**src/verilog/isaPkg.sv**
```systemverilog
// Covers only addu, subu, ori, lui, lw, sw, beq and j; any other encoding decodes as a no-op
`default_nettype none

package isaPkg;

    // Register index and instruction field positions
    localparam int regAddrWidth = 5;
    localparam int immWidth = 16;
    localparam int jumpWidth = 26;
    localparam int opcodeLsb = 26;
    localparam int rsLsb = 21;
    localparam int rtLsb = 16;
    localparam int rdLsb = 11;

    typedef enum logic [5:0] {
        opSpecial = 6'h00,
        opJ       = 6'h02,
        opBeq     = 6'h04,
        opOri     = 6'h0d,
        opLui     = 6'h0f,
        opLw      = 6'h23,
        opSw      = 6'h2b
    } opcodeT;

    // Meaningful only under opSpecial
    typedef enum logic [5:0] {
        fnAddu = 6'h21,
        fnSubu = 6'h23
    } functT;

    typedef enum logic [1:0] {
        aluAdd,
        aluSub,
        aluOr,
        aluLui
    } aluOpT;

endpackage

`default_nettype wire

```
**src/verilog/pipePkg.sv**
```systemverilog
// Tnew counts cycles from decode and never exceeds 3 in this subset
`default_nettype none

package pipePkg;

    // Cycles until a result exists, decremented at every stage boundary
    typedef logic [1:0] tnewT;

    localparam tnewT tnewAlu = 2'd2;
    localparam tnewT tnewLoad = 2'd3;

    // How an instruction reads rs and rt
    typedef enum logic [2:0] {
        hzNone,
        hzBranch,
        hzAlu,
        hzAluImm,
        hzLoad,
        hzStore,
        hzJump
    } hazClassT;

endpackage

`default_nettype wire

```
**src/verilog/pipeLink.sv**
```systemverilog
// One instruction's state between two stages; writeAddr is zero whenever nothing is written
`default_nettype none

interface pipeLink import isaPkg::*, pipePkg::*; ();
    aluOpT                   aluOp;
    logic                    isLoad;
    logic                    isStore;
    logic                    writes;
    logic [31:0]             pc;
    // Source indices kept for forwarding in later stages
    logic [regAddrWidth-1:0] rsAddr;
    logic [regAddrWidth-1:0] rtAddr;
    logic [31:0]             rsData;
    logic [31:0]             rtData;
    logic [31:0]             imm;
    logic [regAddrWidth-1:0] writeAddr;
    // Upper immediate into execute, result or address out of it
    logic [31:0]             writeData;
    tnewT                    tnew;

    modport src (output aluOp, isLoad, isStore, writes, pc, rsAddr, rtAddr,
                 rsData, rtData, imm, writeAddr, writeData, tnew);
    modport dst (input aluOp, isLoad, isStore, writes, pc, rsAddr, rtAddr,
                 rsData, rtData, imm, writeAddr, writeData, tnew);
endinterface

`default_nettype wire

```
**src/verilog/fetchStage.sv**
```systemverilog
// Expects instr to be the word at pc in the same cycle; a taken branch keeps one delay slot
`default_nettype none

module fetchStage #(
    parameter logic [31:0] resetPc = 32'h3000
) (
    input  logic        clk,
    input  logic        reset,
    input  logic        stall,
    input  logic        branchTaken,
    input  logic [31:0] branchTarget,
    input  logic [31:0] instr,
    output logic [31:0] pc,
    output logic [31:0] idInstr,
    output logic [31:0] idPc
);
    logic [31:0] nextPc;

    // Target applies after the delay slot has been fetched
    always_comb begin
        if (stall) begin
            nextPc = pc;
        end else if (branchTaken) begin
            nextPc = branchTarget;
        end else begin
            nextPc = pc + 32'd4;
        end
    end

    always_ff @(posedge clk) begin
        if (reset) begin
            pc <= resetPc;
            idInstr <= '0;
            idPc <= resetPc;
        end else begin
            pc <= nextPc;
            // Fetch/decode register holds during a stall
            if (!stall) begin
                idInstr <= instr;
                idPc <= pc;
            end
        end
    end

    pcAligned: assert property (@(posedge clk) disable iff (reset) pc[1:0] == 2'b00);

endmodule

`default_nettype wire

```
**src/verilog/decodeStage.sv**
```systemverilog
// Unknown words become bubbles; beq and j resolve here using results forwarded from memory
`default_nettype none

module decodeStage import isaPkg::*, pipePkg::*; (
    input  logic                    clk,
    input  logic                    reset,
    input  logic                    stall,
    input  logic [31:0]             idInstr,
    input  logic [31:0]             idPc,
    input  logic [31:0]             rd1,
    input  logic [31:0]             rd2,
    output logic [regAddrWidth-1:0] ra1,
    output logic [regAddrWidth-1:0] ra2,
    output logic                    branchTaken,
    output logic [31:0]             branchTarget,
    output hazClassT                hazClass,
    output logic [regAddrWidth-1:0] rsAddr,
    output logic [regAddrWidth-1:0] rtAddr,
    pipeLink.src                    idEx,
    pipeLink.dst                    exMem
);
    opcodeT                  opcode;
    functT                   funct;
    logic [regAddrWidth-1:0] rdAddr;
    logic [immWidth-1:0]     imm16;
    logic [31:0]             signImm;
    logic [31:0]             extImm;
    logic [31:0]             pcPlus4;
    logic                    memReady;
    logic [31:0]             rsValue;
    logic [31:0]             rtValue;
    aluOpT                   aluOp;
    logic                    isLoad;
    logic                    isStore;
    logic [regAddrWidth-1:0] writeAddr;
    tnewT                    tnew;

    assign opcode = opcodeT'(idInstr[opcodeLsb +: 6]);
    assign funct = functT'(idInstr[5:0]);
    assign rsAddr = idInstr[rsLsb +: regAddrWidth];
    assign rtAddr = idInstr[rtLsb +: regAddrWidth];
    assign rdAddr = idInstr[rdLsb +: regAddrWidth];
    assign imm16 = idInstr[immWidth-1:0];
    assign signImm = {{(32-immWidth){imm16[immWidth-1]}}, imm16};
    assign pcPlus4 = idPc + 32'd4;
    assign ra1 = rsAddr;
    assign ra2 = rtAddr;

    // Finished result in memory wins over the register file
    assign memReady = exMem.tnew == '0 && exMem.writeAddr != '0;
    assign rsValue = (memReady && exMem.writeAddr == rsAddr) ? exMem.writeData : rd1;
    assign rtValue = (memReady && exMem.writeAddr == rtAddr) ? exMem.writeData : rd2;

    always_comb begin
        hazClass = hzNone;
        aluOp = aluAdd;
        isLoad = 1'b0;
        isStore = 1'b0;
        writeAddr = '0;
        extImm = signImm;
        tnew = '0;
        case (opcode)
            opSpecial: begin
                if (funct == fnAddu || funct == fnSubu) begin
                    hazClass = hzAlu;
                    aluOp = (funct == fnSubu) ? aluSub : aluAdd;
                    writeAddr = rdAddr;
                    tnew = tnewAlu;
                end
            end
            opOri: begin
                hazClass = hzAluImm;
                aluOp = aluOr;
                writeAddr = rtAddr;
                extImm = {{(32-immWidth){1'b0}}, imm16};
                tnew = tnewAlu;
            end
            opLui: begin
                hazClass = hzAluImm;
                aluOp = aluLui;
                writeAddr = rtAddr;
                tnew = tnewAlu;
            end
            opLw: begin
                hazClass = hzLoad;
                isLoad = 1'b1;
                writeAddr = rtAddr;
                tnew = tnewLoad;
            end
            opSw: begin
                hazClass = hzStore;
                isStore = 1'b1;
            end
            opBeq: hazClass = hzBranch;
            opJ: hazClass = hzJump;
            default: hazClass = hzNone;
        endcase
    end

    assign branchTaken = (opcode == opJ) || (opcode == opBeq && rsValue == rtValue);
    assign branchTarget = (opcode == opJ) ?
        {pcPlus4[31:28], idInstr[jumpWidth-1:0], 2'b00} :
        pcPlus4 + {signImm[29:0], 2'b00};

    // Bubble on reset or stall
    always_ff @(posedge clk) begin
        if (reset || stall) begin
            idEx.aluOp <= aluAdd;
            idEx.isLoad <= 1'b0;
            idEx.isStore <= 1'b0;
            idEx.writes <= 1'b0;
            idEx.writeAddr <= '0;
            idEx.tnew <= '0;
        end else begin
            idEx.aluOp <= aluOp;
            idEx.isLoad <= isLoad;
            idEx.isStore <= isStore;
            idEx.writes <= writeAddr != '0;
            idEx.writeAddr <= writeAddr;
            idEx.tnew <= (tnew == '0) ? '0 : tnew - 1'b1;
        end
    end

    always_ff @(posedge clk) begin
        idEx.pc <= idPc;
        idEx.rsAddr <= rsAddr;
        idEx.rtAddr <= rtAddr;
        idEx.rsData <= rsValue;
        idEx.rtData <= rtValue;
        idEx.imm <= extImm;
        idEx.writeData <= {imm16, {(32-immWidth){1'b0}}};
    end

endmodule

`default_nettype wire

```
**src/verilog/regFile.sv**
```systemverilog
// Register 0 stays zero; a write is seen by both read ports in the same cycle
`default_nettype none

module regFile import isaPkg::*; (
    input  logic                    clk,
    input  logic                    reset,
    input  logic [regAddrWidth-1:0] ra1,
    input  logic [regAddrWidth-1:0] ra2,
    input  logic                    we,
    input  logic [regAddrWidth-1:0] wa,
    input  logic [31:0]             wd,
    output logic [31:0]             rd1,
    output logic [31:0]             rd2
);
    logic [31:0] regs [2**regAddrWidth];

    always_ff @(posedge clk) begin
        if (reset) begin
            for (int i = 0; i < 2**regAddrWidth; i++) begin
                regs[i] <= '0;
            end
        end else if (we && wa != '0) begin
            regs[wa] <= wd;
        end
    end

    // Write-through covers the writeback-to-decode gap
    assign rd1 = (we && wa != '0 && wa == ra1) ? wd : regs[ra1];
    assign rd2 = (we && wa != '0 && wa == ra2) ? wd : regs[ra2];

    zeroReads: assert property (@(posedge clk) disable iff (reset)
        (ra1 != '0 || rd1 == '0) && (ra2 != '0 || rd2 == '0));

endmodule

`default_nettype wire

```
**src/verilog/executeStage.sv**
```systemverilog
// Forwards only from sources whose tnew is zero; a late load into a store is fixed in memory
`default_nettype none

module executeStage import isaPkg::*; (
    input  logic                    clk,
    input  logic                    reset,
    input  logic [regAddrWidth-1:0] wbAddr,
    input  logic [31:0]             wbData,
    pipeLink.dst                    idEx,
    pipeLink.src                    exMem
);
    logic        memReady;
    logic [31:0] rsValue;
    logic [31:0] rtValue;
    logic [31:0] operandB;
    logic [31:0] aluResult;

    assign memReady = exMem.tnew == '0 && exMem.writeAddr != '0;

    // Memory first, then writeback, then the value from decode
    always_comb begin
        if (memReady && exMem.writeAddr == idEx.rsAddr) begin
            rsValue = exMem.writeData;
        end else if (wbAddr != '0 && wbAddr == idEx.rsAddr) begin
            rsValue = wbData;
        end else begin
            rsValue = idEx.rsData;
        end
        if (memReady && exMem.writeAddr == idEx.rtAddr) begin
            rtValue = exMem.writeData;
        end else if (wbAddr != '0 && wbAddr == idEx.rtAddr) begin
            rtValue = wbData;
        end else begin
            rtValue = idEx.rtData;
        end
    end

    // Immediate operand for ori and for load/store addresses
    assign operandB = (idEx.isLoad || idEx.isStore || idEx.aluOp == aluOr) ? idEx.imm : rtValue;

    always_comb begin
        case (idEx.aluOp)
            aluSub:  aluResult = rsValue - operandB;
            aluOr:   aluResult = rsValue | operandB;
            aluLui:  aluResult = idEx.writeData;
            default: aluResult = rsValue + operandB;
        endcase
    end

    always_ff @(posedge clk) begin
        if (reset) begin
            exMem.aluOp <= aluAdd;
            exMem.isLoad <= 1'b0;
            exMem.isStore <= 1'b0;
            exMem.writes <= 1'b0;
            exMem.writeAddr <= '0;
            exMem.tnew <= '0;
        end else begin
            exMem.aluOp <= idEx.aluOp;
            exMem.isLoad <= idEx.isLoad;
            exMem.isStore <= idEx.isStore;
            exMem.writes <= idEx.writes;
            exMem.writeAddr <= idEx.writeAddr;
            exMem.tnew <= (idEx.tnew == '0) ? '0 : idEx.tnew - 1'b1;
        end
    end

    always_ff @(posedge clk) begin
        exMem.pc <= idEx.pc;
        exMem.rsAddr <= idEx.rsAddr;
        exMem.rtAddr <= idEx.rtAddr;
        exMem.rsData <= rsValue;
        exMem.rtData <= rtValue;
        exMem.imm <= idEx.imm;
        exMem.writeData <= aluResult;
    end

endmodule

`default_nettype wire

```
**src/verilog/memoryStage.sv**
```systemverilog
// Word access only and the bridge always accepts; brRData must answer brAddr in the same cycle
`default_nettype none

module memoryStage import isaPkg::*; (
    input  logic                    clk,
    input  logic                    reset,
    input  logic [31:0]             brRData,
    pipeLink.dst                    exMem,
    output logic [31:0]             brPc,
    output logic [31:0]             brAddr,
    output logic [31:0]             brWData,
    output logic [3:0]              brWe,
    output logic [regAddrWidth-1:0] wbAddr,
    output logic [31:0]             wbData,
    output logic                    wbWe
);
    logic        storeFwd;
    logic [31:0] wbNext;

    // Load right ahead of a store delivers its rt here
    assign storeFwd = wbWe && wbAddr != '0 && wbAddr == exMem.rtAddr;

    assign brPc = exMem.pc;
    assign brAddr = exMem.writeData;
    assign brWData = storeFwd ? wbData : exMem.rtData;
    assign brWe = exMem.isStore ? 4'hf : 4'h0;

    // Writeback select
    assign wbNext = exMem.isLoad ? brRData : exMem.writeData;

    always_ff @(posedge clk) begin
        if (reset) begin
            wbWe <= 1'b0;
            wbAddr <= '0;
        end else begin
            wbWe <= exMem.writes;
            wbAddr <= exMem.writes ? exMem.writeAddr : '0;
        end
    end

    always_ff @(posedge clk) begin
        wbData <= wbNext;
    end

    storeAligned: assert property (@(posedge clk) disable iff (reset)
        brWe == 4'hf |-> brAddr[1:0] == 2'b00);
    quietAfterReset: assert property (@(posedge clk) reset |=> brWe == 4'h0);

endmodule

`default_nettype wire

```
**src/verilog/hazardUnit.sv**
```systemverilog
// Stalls decode only; producers are the execute and memory stages, Tuse is fixed per class
`default_nettype none

module hazardUnit import isaPkg::*, pipePkg::*; (
    input  logic                    clk,
    input  hazClassT                hazClass,
    input  logic [regAddrWidth-1:0] rsAddr,
    input  logic [regAddrWidth-1:0] rtAddr,
    pipeLink.dst                    idEx,
    pipeLink.dst                    exMem,
    output logic                    stall
);
    logic useRs;
    logic useRt;
    tnewT tuseRs;
    logic [1:0] tuseRt;
    logic rsLate;
    logic rtLate;

    always_comb begin
        useRs = 1'b0;
        useRt = 1'b0;
        tuseRs = 2'd0;
        tuseRt = 2'd0;
        case (hazClass)
            hzBranch: begin
                useRs = 1'b1;
                useRt = 1'b1;
            end
            hzAlu: begin
                useRs = 1'b1;
                useRt = 1'b1;
                tuseRs = 2'd1;
                tuseRt = 2'd1;
            end
            hzAluImm, hzLoad: begin
                useRs = 1'b1;
                tuseRs = 2'd1;
            end
            // Store data is needed only in memory
            hzStore: begin
                useRs = 1'b1;
                useRt = 1'b1;
                tuseRs = 2'd1;
                tuseRt = 2'd2;
            end
            default: useRs = 1'b0;
        endcase
    end

    // Late when the producer needs more cycles than the consumer can wait
    assign rsLate = useRs && rsAddr != '0 &&
        ((idEx.writeAddr == rsAddr && idEx.tnew > tuseRs) ||
         (exMem.writeAddr == rsAddr && exMem.tnew > tuseRs));
    assign rtLate = useRt && rtAddr != '0 &&
        ((idEx.writeAddr == rtAddr && idEx.tnew > tuseRt) ||
         (exMem.writeAddr == rtAddr && exMem.tnew > tuseRt));
    assign stall = rsLate || rtLate;

    // Two bubbles drain both producers, so a load into beq is the longest stall
    stallBounded: assert property (@(posedge clk)
        stall && $past(stall) |=> !stall);

endmodule

`default_nettype wire

```
**src/verilog/cpu.sv**
```systemverilog
// No coprocessor 0, exceptions, interrupts or multiply/divide; data bus is word-only
`default_nettype none

module cpu import isaPkg::*, pipePkg::*; #(
    parameter logic [31:0] resetPc = 32'h3000
) (
    input  logic        clk,
    input  logic        reset,
    output logic [31:0] pc,
    input  logic [31:0] instr,
    output logic [31:0] brPc,
    output logic [31:0] brAddr,
    output logic [31:0] brWData,
    output logic [3:0]  brWe,
    input  logic [31:0] brRData
);
    logic                    stall;
    logic                    branchTaken;
    logic [31:0]             branchTarget;
    logic [31:0]             idInstr;
    logic [31:0]             idPc;
    logic [regAddrWidth-1:0] ra1;
    logic [regAddrWidth-1:0] ra2;
    logic [31:0]             rd1;
    logic [31:0]             rd2;
    hazClassT                hazClass;
    logic [regAddrWidth-1:0] rsAddr;
    logic [regAddrWidth-1:0] rtAddr;
    logic [regAddrWidth-1:0] wbAddr;
    logic [31:0]             wbData;
    logic                    wbWe;

    // Decode to execute and execute to memory
    pipeLink idEx ();
    pipeLink exMem ();

    fetchStage #(.resetPc(resetPc)) fetch (
        .clk(clk), .reset(reset), .stall(stall),
        .branchTaken(branchTaken), .branchTarget(branchTarget), .instr(instr),
        .pc(pc), .idInstr(idInstr), .idPc(idPc)
    );

    decodeStage decode (
        .clk(clk), .reset(reset), .stall(stall),
        .idInstr(idInstr), .idPc(idPc), .rd1(rd1), .rd2(rd2),
        .ra1(ra1), .ra2(ra2), .branchTaken(branchTaken), .branchTarget(branchTarget),
        .hazClass(hazClass), .rsAddr(rsAddr), .rtAddr(rtAddr),
        .idEx(idEx.src), .exMem(exMem.dst)
    );

    regFile regs (
        .clk(clk), .reset(reset), .ra1(ra1), .ra2(ra2),
        .we(wbWe), .wa(wbAddr), .wd(wbData), .rd1(rd1), .rd2(rd2)
    );

    executeStage execute (
        .clk(clk), .reset(reset), .wbAddr(wbAddr), .wbData(wbData),
        .idEx(idEx.dst), .exMem(exMem.src)
    );

    memoryStage memory (
        .clk(clk), .reset(reset), .brRData(brRData), .exMem(exMem.dst),
        .brPc(brPc), .brAddr(brAddr), .brWData(brWData), .brWe(brWe),
        .wbAddr(wbAddr), .wbData(wbData), .wbWe(wbWe)
    );

    hazardUnit hazard (
        .clk(clk), .hazClass(hazClass), .rsAddr(rsAddr), .rtAddr(rtAddr),
        .idEx(idEx.dst), .exMem(exMem.dst), .stall(stall)
    );

endmodule

`default_nettype wire

```
**config.mk**
```make
export PLATFORM = sky130hd
export DESIGN_NAME = cpu
export DESIGN_NICKNAME = d
export VERILOG_FILES = /design/src/verilog/isaPkg.sv /design/src/verilog/pipePkg.sv /design/src/verilog/pipeLink.sv /design/src/verilog/fetchStage.sv /design/src/verilog/decodeStage.sv /design/src/verilog/regFile.sv /design/src/verilog/executeStage.sv /design/src/verilog/memoryStage.sv /design/src/verilog/hazardUnit.sv /design/src/verilog/cpu.sv
export SDC_FILE = /design/constraint.sdc
export NUM_CORES = 2
export LEC_CHECK = 0
export BUFFER_PORTS_ARGS = -buffer_cell sky130_fd_sc_hd__buf_2
export CELL_PAD_IN_SITES_DETAIL_PLACEMENT = 2
export CELL_PAD_IN_SITES_GLOBAL_PLACEMENT = 2
export CORE_MARGIN = 2
export CORE_UTILIZATION = 30
export DETAILED_ROUTE_END_ITERATION = 12
export GPL_ROUTABILITY_DRIVEN = 0
export MAX_ROUTING_LAYER = met4
export PLACE_DENSITY = 0.69
export SYNTH_ARGS = -nofsm -noshare
export SYNTH_HDL_FRONTEND = slang
export SYNTH_SLANG_ARGS = --single-unit
```
**constraint.sdc**
```tcl
create_clock -name clk -period 9.25 [get_ports clk]
set_input_delay 0.4625 -clock clk [delete_from_list [all_inputs] [get_ports clk]]
set_output_delay 0.4625 -clock clk [all_outputs]
set_load 0.02 [all_outputs]
```
==> impl_metrics.env <==
export IMPL_place_hpwl_um=230000
export IMPL_period_minus_slack_ns=7.70
export IMPL_outcome="complete, no violations"
export IMPL_crit_start="memory.wbAddr[3]$_SDFF_PP0_"
export IMPL_hp_class="in2reg"
export IMPL_hold_viol=0
export IMPL_yosysTopAreaCell="edfxtp_1"
export IMPL_worstPathArrival_ns=8.42
export IMPL_worstSetupStartpointType="flip-flop"
export IMPL_clock_latency_ns=0.84
export IMPL_cp_cell_sequence="xnor2_1, and3_1, nand2_1, o311ai_0, a31o_2, o2111ai_1, or3_1, nor3_1, nor2_1, xor2_1, ha_1, nand4_1, o311ai_0, o2111ai_1, a21oi_1, o21ai_0, a21oi_1, o211ai_1, a21o_1, a31o_2"
export IMPL_first_pass_iters=6
export IMPL_yosysUniqueCellTypes=99
export IMPL_synthArstFlopShare_pct=0
export IMPL_fmax_mhz=130
export IMPL_timing_hold_ws_ns=0.0507
export IMPL_synth_edf_count=1024
export IMPL_fp_coreArea_mm2=0.252
export IMPL_cts_hold_buf=58
export IMPL_cp_max_fo=19
export IMPL_fin_nets=6489
export IMPL_worst_pin_slew_ns=1.43
export IMPL_hp_start="instr[20]"
export IMPL_p_total_mw=18.2
export IMPL_synthesis_area_mm2=0.0761
export IMPL_relSlewSlack_pct=3.92
export IMPL_worstPathRequired_ns=9.97
export IMPL_grt_pass1_vias=62100
export IMPL_crit_family="compound AO/OA/AOI/OAI gates"
export IMPL_peakVddDrop_mv=0.218
export IMPL_crit_path_top_delay_cell="nand2_1"
export IMPL_worstSetupPathType="reg2reg"
export IMPL_yosys_warnings=0
export IMPL_cts_tree="yes"
export IMPL_rsz0062_at_grt="no"
export IMPL_clkTransAtPathRegs_ns=0.06
export IMPL_power_leakage_nw=31.4
export IMPL_vias_per_cell=6.02
export IMPL_drc=0
export IMPL_syn_avg_cell_area_um2=12.1
export IMPL_skew_ns=0.0299
export IMPL_vias=59300
export IMPL_cp_num_buf_inv=0
export IMPL_ys_seq_area_share_pct=50.7
export IMPL_rows=184
export IMPL_grt_first_pass_wirelength_um=488000
export IMPL_numCtsBuffers=159
export IMPL_synth_main_ff_cell="edfxtp_1"
export IMPL_grt_max_degree=115
export IMPL_grt_util_all_layers_pct=27.3
export IMPL_start_util_pct=30.2
export IMPL_tns_ns=0
export IMPL_cts_resized=0
export IMPL_ctsHtreeMaxLevel=4
export IMPL_syn_inst=6273
export IMPL_drive_above_1_share_pct=20.3
export IMPL_maxCapViolations=0
export IMPL_dieWidth_um=508
export IMPL_grt_antenna_before_repair=53
export IMPL_slowest_delay_ns=0.86
export IMPL_synthToLayoutAreaGrowth_pct=14.0
export IMPL_fp_dieH_um=508
export IMPL_period_share_pct=83.2
export IMPL_ys_top_cells_by_area="edfxtp_1, mux4_2, dfxtp_1"
export IMPL_drt_total_wl_um=351000
export IMPL_setup_worst_path_end_class="flip-flop"
export IMPL_synth_top_area_share_pct=40.4
export IMPL_ctsRootBufferMaster="clkbuf_16"
export IMPL_grt_overflow=0
export IMPL_drt_iter0_markers=8117
export IMPL_io_pins=198
export IMPL_setup_viol=0
export IMPL_finalMaxSlewViolations=0
export IMPL_r2r_start="memory.wbAddr[3]$_SDFF_PP0_"
export IMPL_synth_seq_cells=1414
export IMPL_cts_sinks=1414
export IMPL_final_antenna_net_count=0
export IMPL_clk_path_buf_depth=3
export IMPL_detail_route_wl_per_cell_um=35.6
export IMPL_p_per_area_mw_per_mm2=210
export IMPL_cts_setup_buffers=0
export IMPL_port_buffers=197
export IMPL_dieArea_mm2=0.258
-- registers in the layout, indices dropped and copies added (netlist names), 5 cells and up, named ones only --
| signal | cells |
|---|---|
| memory.wbAddr | 5 |
| execute.exMem.rtData | 32 |
| execute.exMem.writeAddr | 5 |
| memory.wbData | 32 |
| decode.idEx.rsData | 32 |
| execute.exMem.pc | 32 |
| decode.idEx.writeData | 16 |
| decode.idEx.rtData | 32 |
| execute.exMem.rtAddr | 5 |
| fetch.idInstr | 32 |
| decode.idEx.writeAddr | 5 |
| decode.idEx.pc | 32 |
| fetch.pc | 32 |
| decode.idEx.rsAddr | 5 |
| regs.regs | 1024 |
| execute.exMem.writeData | 32 |
| decode.idEx.rtAddr | 5 |
| fetch.idPc | 32 |
-- per-stage QoR --
| stage | util, % | instance area, um2 | setup WS (ns) | cells |
|---|---|---|---|---|
| 6_report | 34.4 | 86800 | 1.55 | 9851 |
| 5_1_grt | 34.4 | 86700 | 1.13 | 9845 |
| 4_1_cts | 34.4 | 86700 | 1.81 | 9829 |
| 3_5_place_dp | 32.1 | 80900 | 1.93 | 9478 |
| 3_3_place_gp | 32.1 | 80900 | 2.17 | 9478 |
| 2_1_floorplan | - | 76200 | 3.31 | 6304 |
-- cell type report --
type	count	area, um2
repair buffers	474	3370
diodes	22	55.1
clock buffers	207	4280
clock inverters	86	928
inverters	80	303
multi-input cells	4220	35000
well taps	3348	4190
fillers	26200	165000
flip-flops and latches	1414	38600
-- worst paths after layout --
path              slack [ns]                                  end  cells after the start
setup / recovery        1.55  execute.exMem.writeData[28]$_DFF_P_                     20
hold / removal          0.05                            flip-flop                      3
setup reg to reg        1.55  execute.exMem.writeData[28]$_DFF_P_                     20
hold reg to reg         0.33         execute.exMem.pc[12]$_DFF_P_                      0
-- per-layer routing --
layer,track usage [%],vias up,share of wire [%]
met2,42.1,3414,46
met3,5.21,889,9.1
met1,34.0,31400,39
li1,-,23600,-
met5,-,-,0
met4,14.5,0,6.1
-- synth_stat cells, types with 22 or more instances --
cell	number
edfxtp_1	1024
and2_1	934
mux4_2	420
nand2_1	395
dfxtp_1	390
clkbuf_1	389
mux2i_1	324
a21oi_1	228
o21ai_0	211
nor2_1	196
nor3_1	135
xnor2_1	129
nand3_1	120
a22oi_1	112
mux2_2	92
xor2_1	78
buf_2	75
inv_1	73
ha_1	72
nor4_1	52
buf_1	49
nand4_1	46
and3_1	45
a221oi_1	40
a31oi_1	40
nor2b_1	40
buf_4	39
buf_6	31
or2_2	30
or3_1	30
o22ai_1	28
nand2b_1	26
a21o_1	25
o21a_1	24
o211ai_1	22
-- logic make-up after synthesis --
kind of cell             share of synthesized area [%]
AO/OA/AOI/OAI                                     8.43
flip-flops                                        50.7
buffers and inverters                             4.03
other                                          0.00493
XOR/XNOR                                          2.38
multiplexers                                      18.1
adder cells (fa/ha/maj)                           1.24
AND/OR/NAND/NOR                                   15.1
-- worst register-to-register path, cell delays in order, from the launching register on --
cell and delay (ns):
dfxtp_1 0.73, xnor2_1 0.21, and3_1 0.70, nand2_1 0.86, o311ai_0 0.60, a31o_2 0.31, o2111ai_1 0.14, or3_1 0.43
nor3_1 0.37, nor2_1 0.09, xor2_1 0.15, ha_1 0.44, nand4_1 0.20, o311ai_0 0.66, o2111ai_1 0.23, a21oi_1 0.28
o21ai_0 0.17, a21oi_1 0.37, o211ai_1 0.19, a21o_1 0.22, a31o_2 0.22
-- report_power, final --
group / total, mW / internal [mW] / switching (mW) / leakage [nW]
Clock: 6.54 / 3.66 / 2.89 / 2.54
Sequential: 7.82 / 7.22 / 0.604 / 13.6
Combinational: 3.82 / 1.11 / 2.71 / 15.3
-- placed cells by master (no fill, tap or decap), types with 26 or more instances in the layout --
cell / Yosys / layout
edfxtp_1: 1024 / 1024
and2_1: 934 / 934
mux4_2: 420 / 420
nand2_1: 395 / 395
dfxtp_1: 390 / 378
mux2i_1: 324 / 324
a21oi_1: 228 / 228
buf_4: 39 / 207
buf_2: 75 / 196
o21ai_0: 211 / 186
nor2_1: 196 / 169
clkbuf_16: 0 / 160
xnor2_1: 129 / 129
nor3_1: 135 / 126
nand3_1: 120 / 120
a22oi_1: 112 / 112
mux2_2: 92 / 92
xor2_1: 78 / 78
inv_1: 73 / 73
ha_1: 72 / 72
dlygate4sd3_1: 0 / 58
nor4_1: 52 / 48
nand4_1: 46 / 46
and3_1: 45 / 45
a31oi_1: 40 / 40
a221oi_1: 40 / 40
nor2b_1: 40 / 38
clkbuf_1: 389 / 37
conb_1: 1 / 32
clkinv_2: 0 / 30
or3_1: 30 / 29
clkinv_1: 4 / 28
o22ai_1: 28 / 28
nor2_2: 0 / 27
nand2b_1: 26 / 26
o21ai_4: 0 / 26
Power figures use the tool's default switching activity.
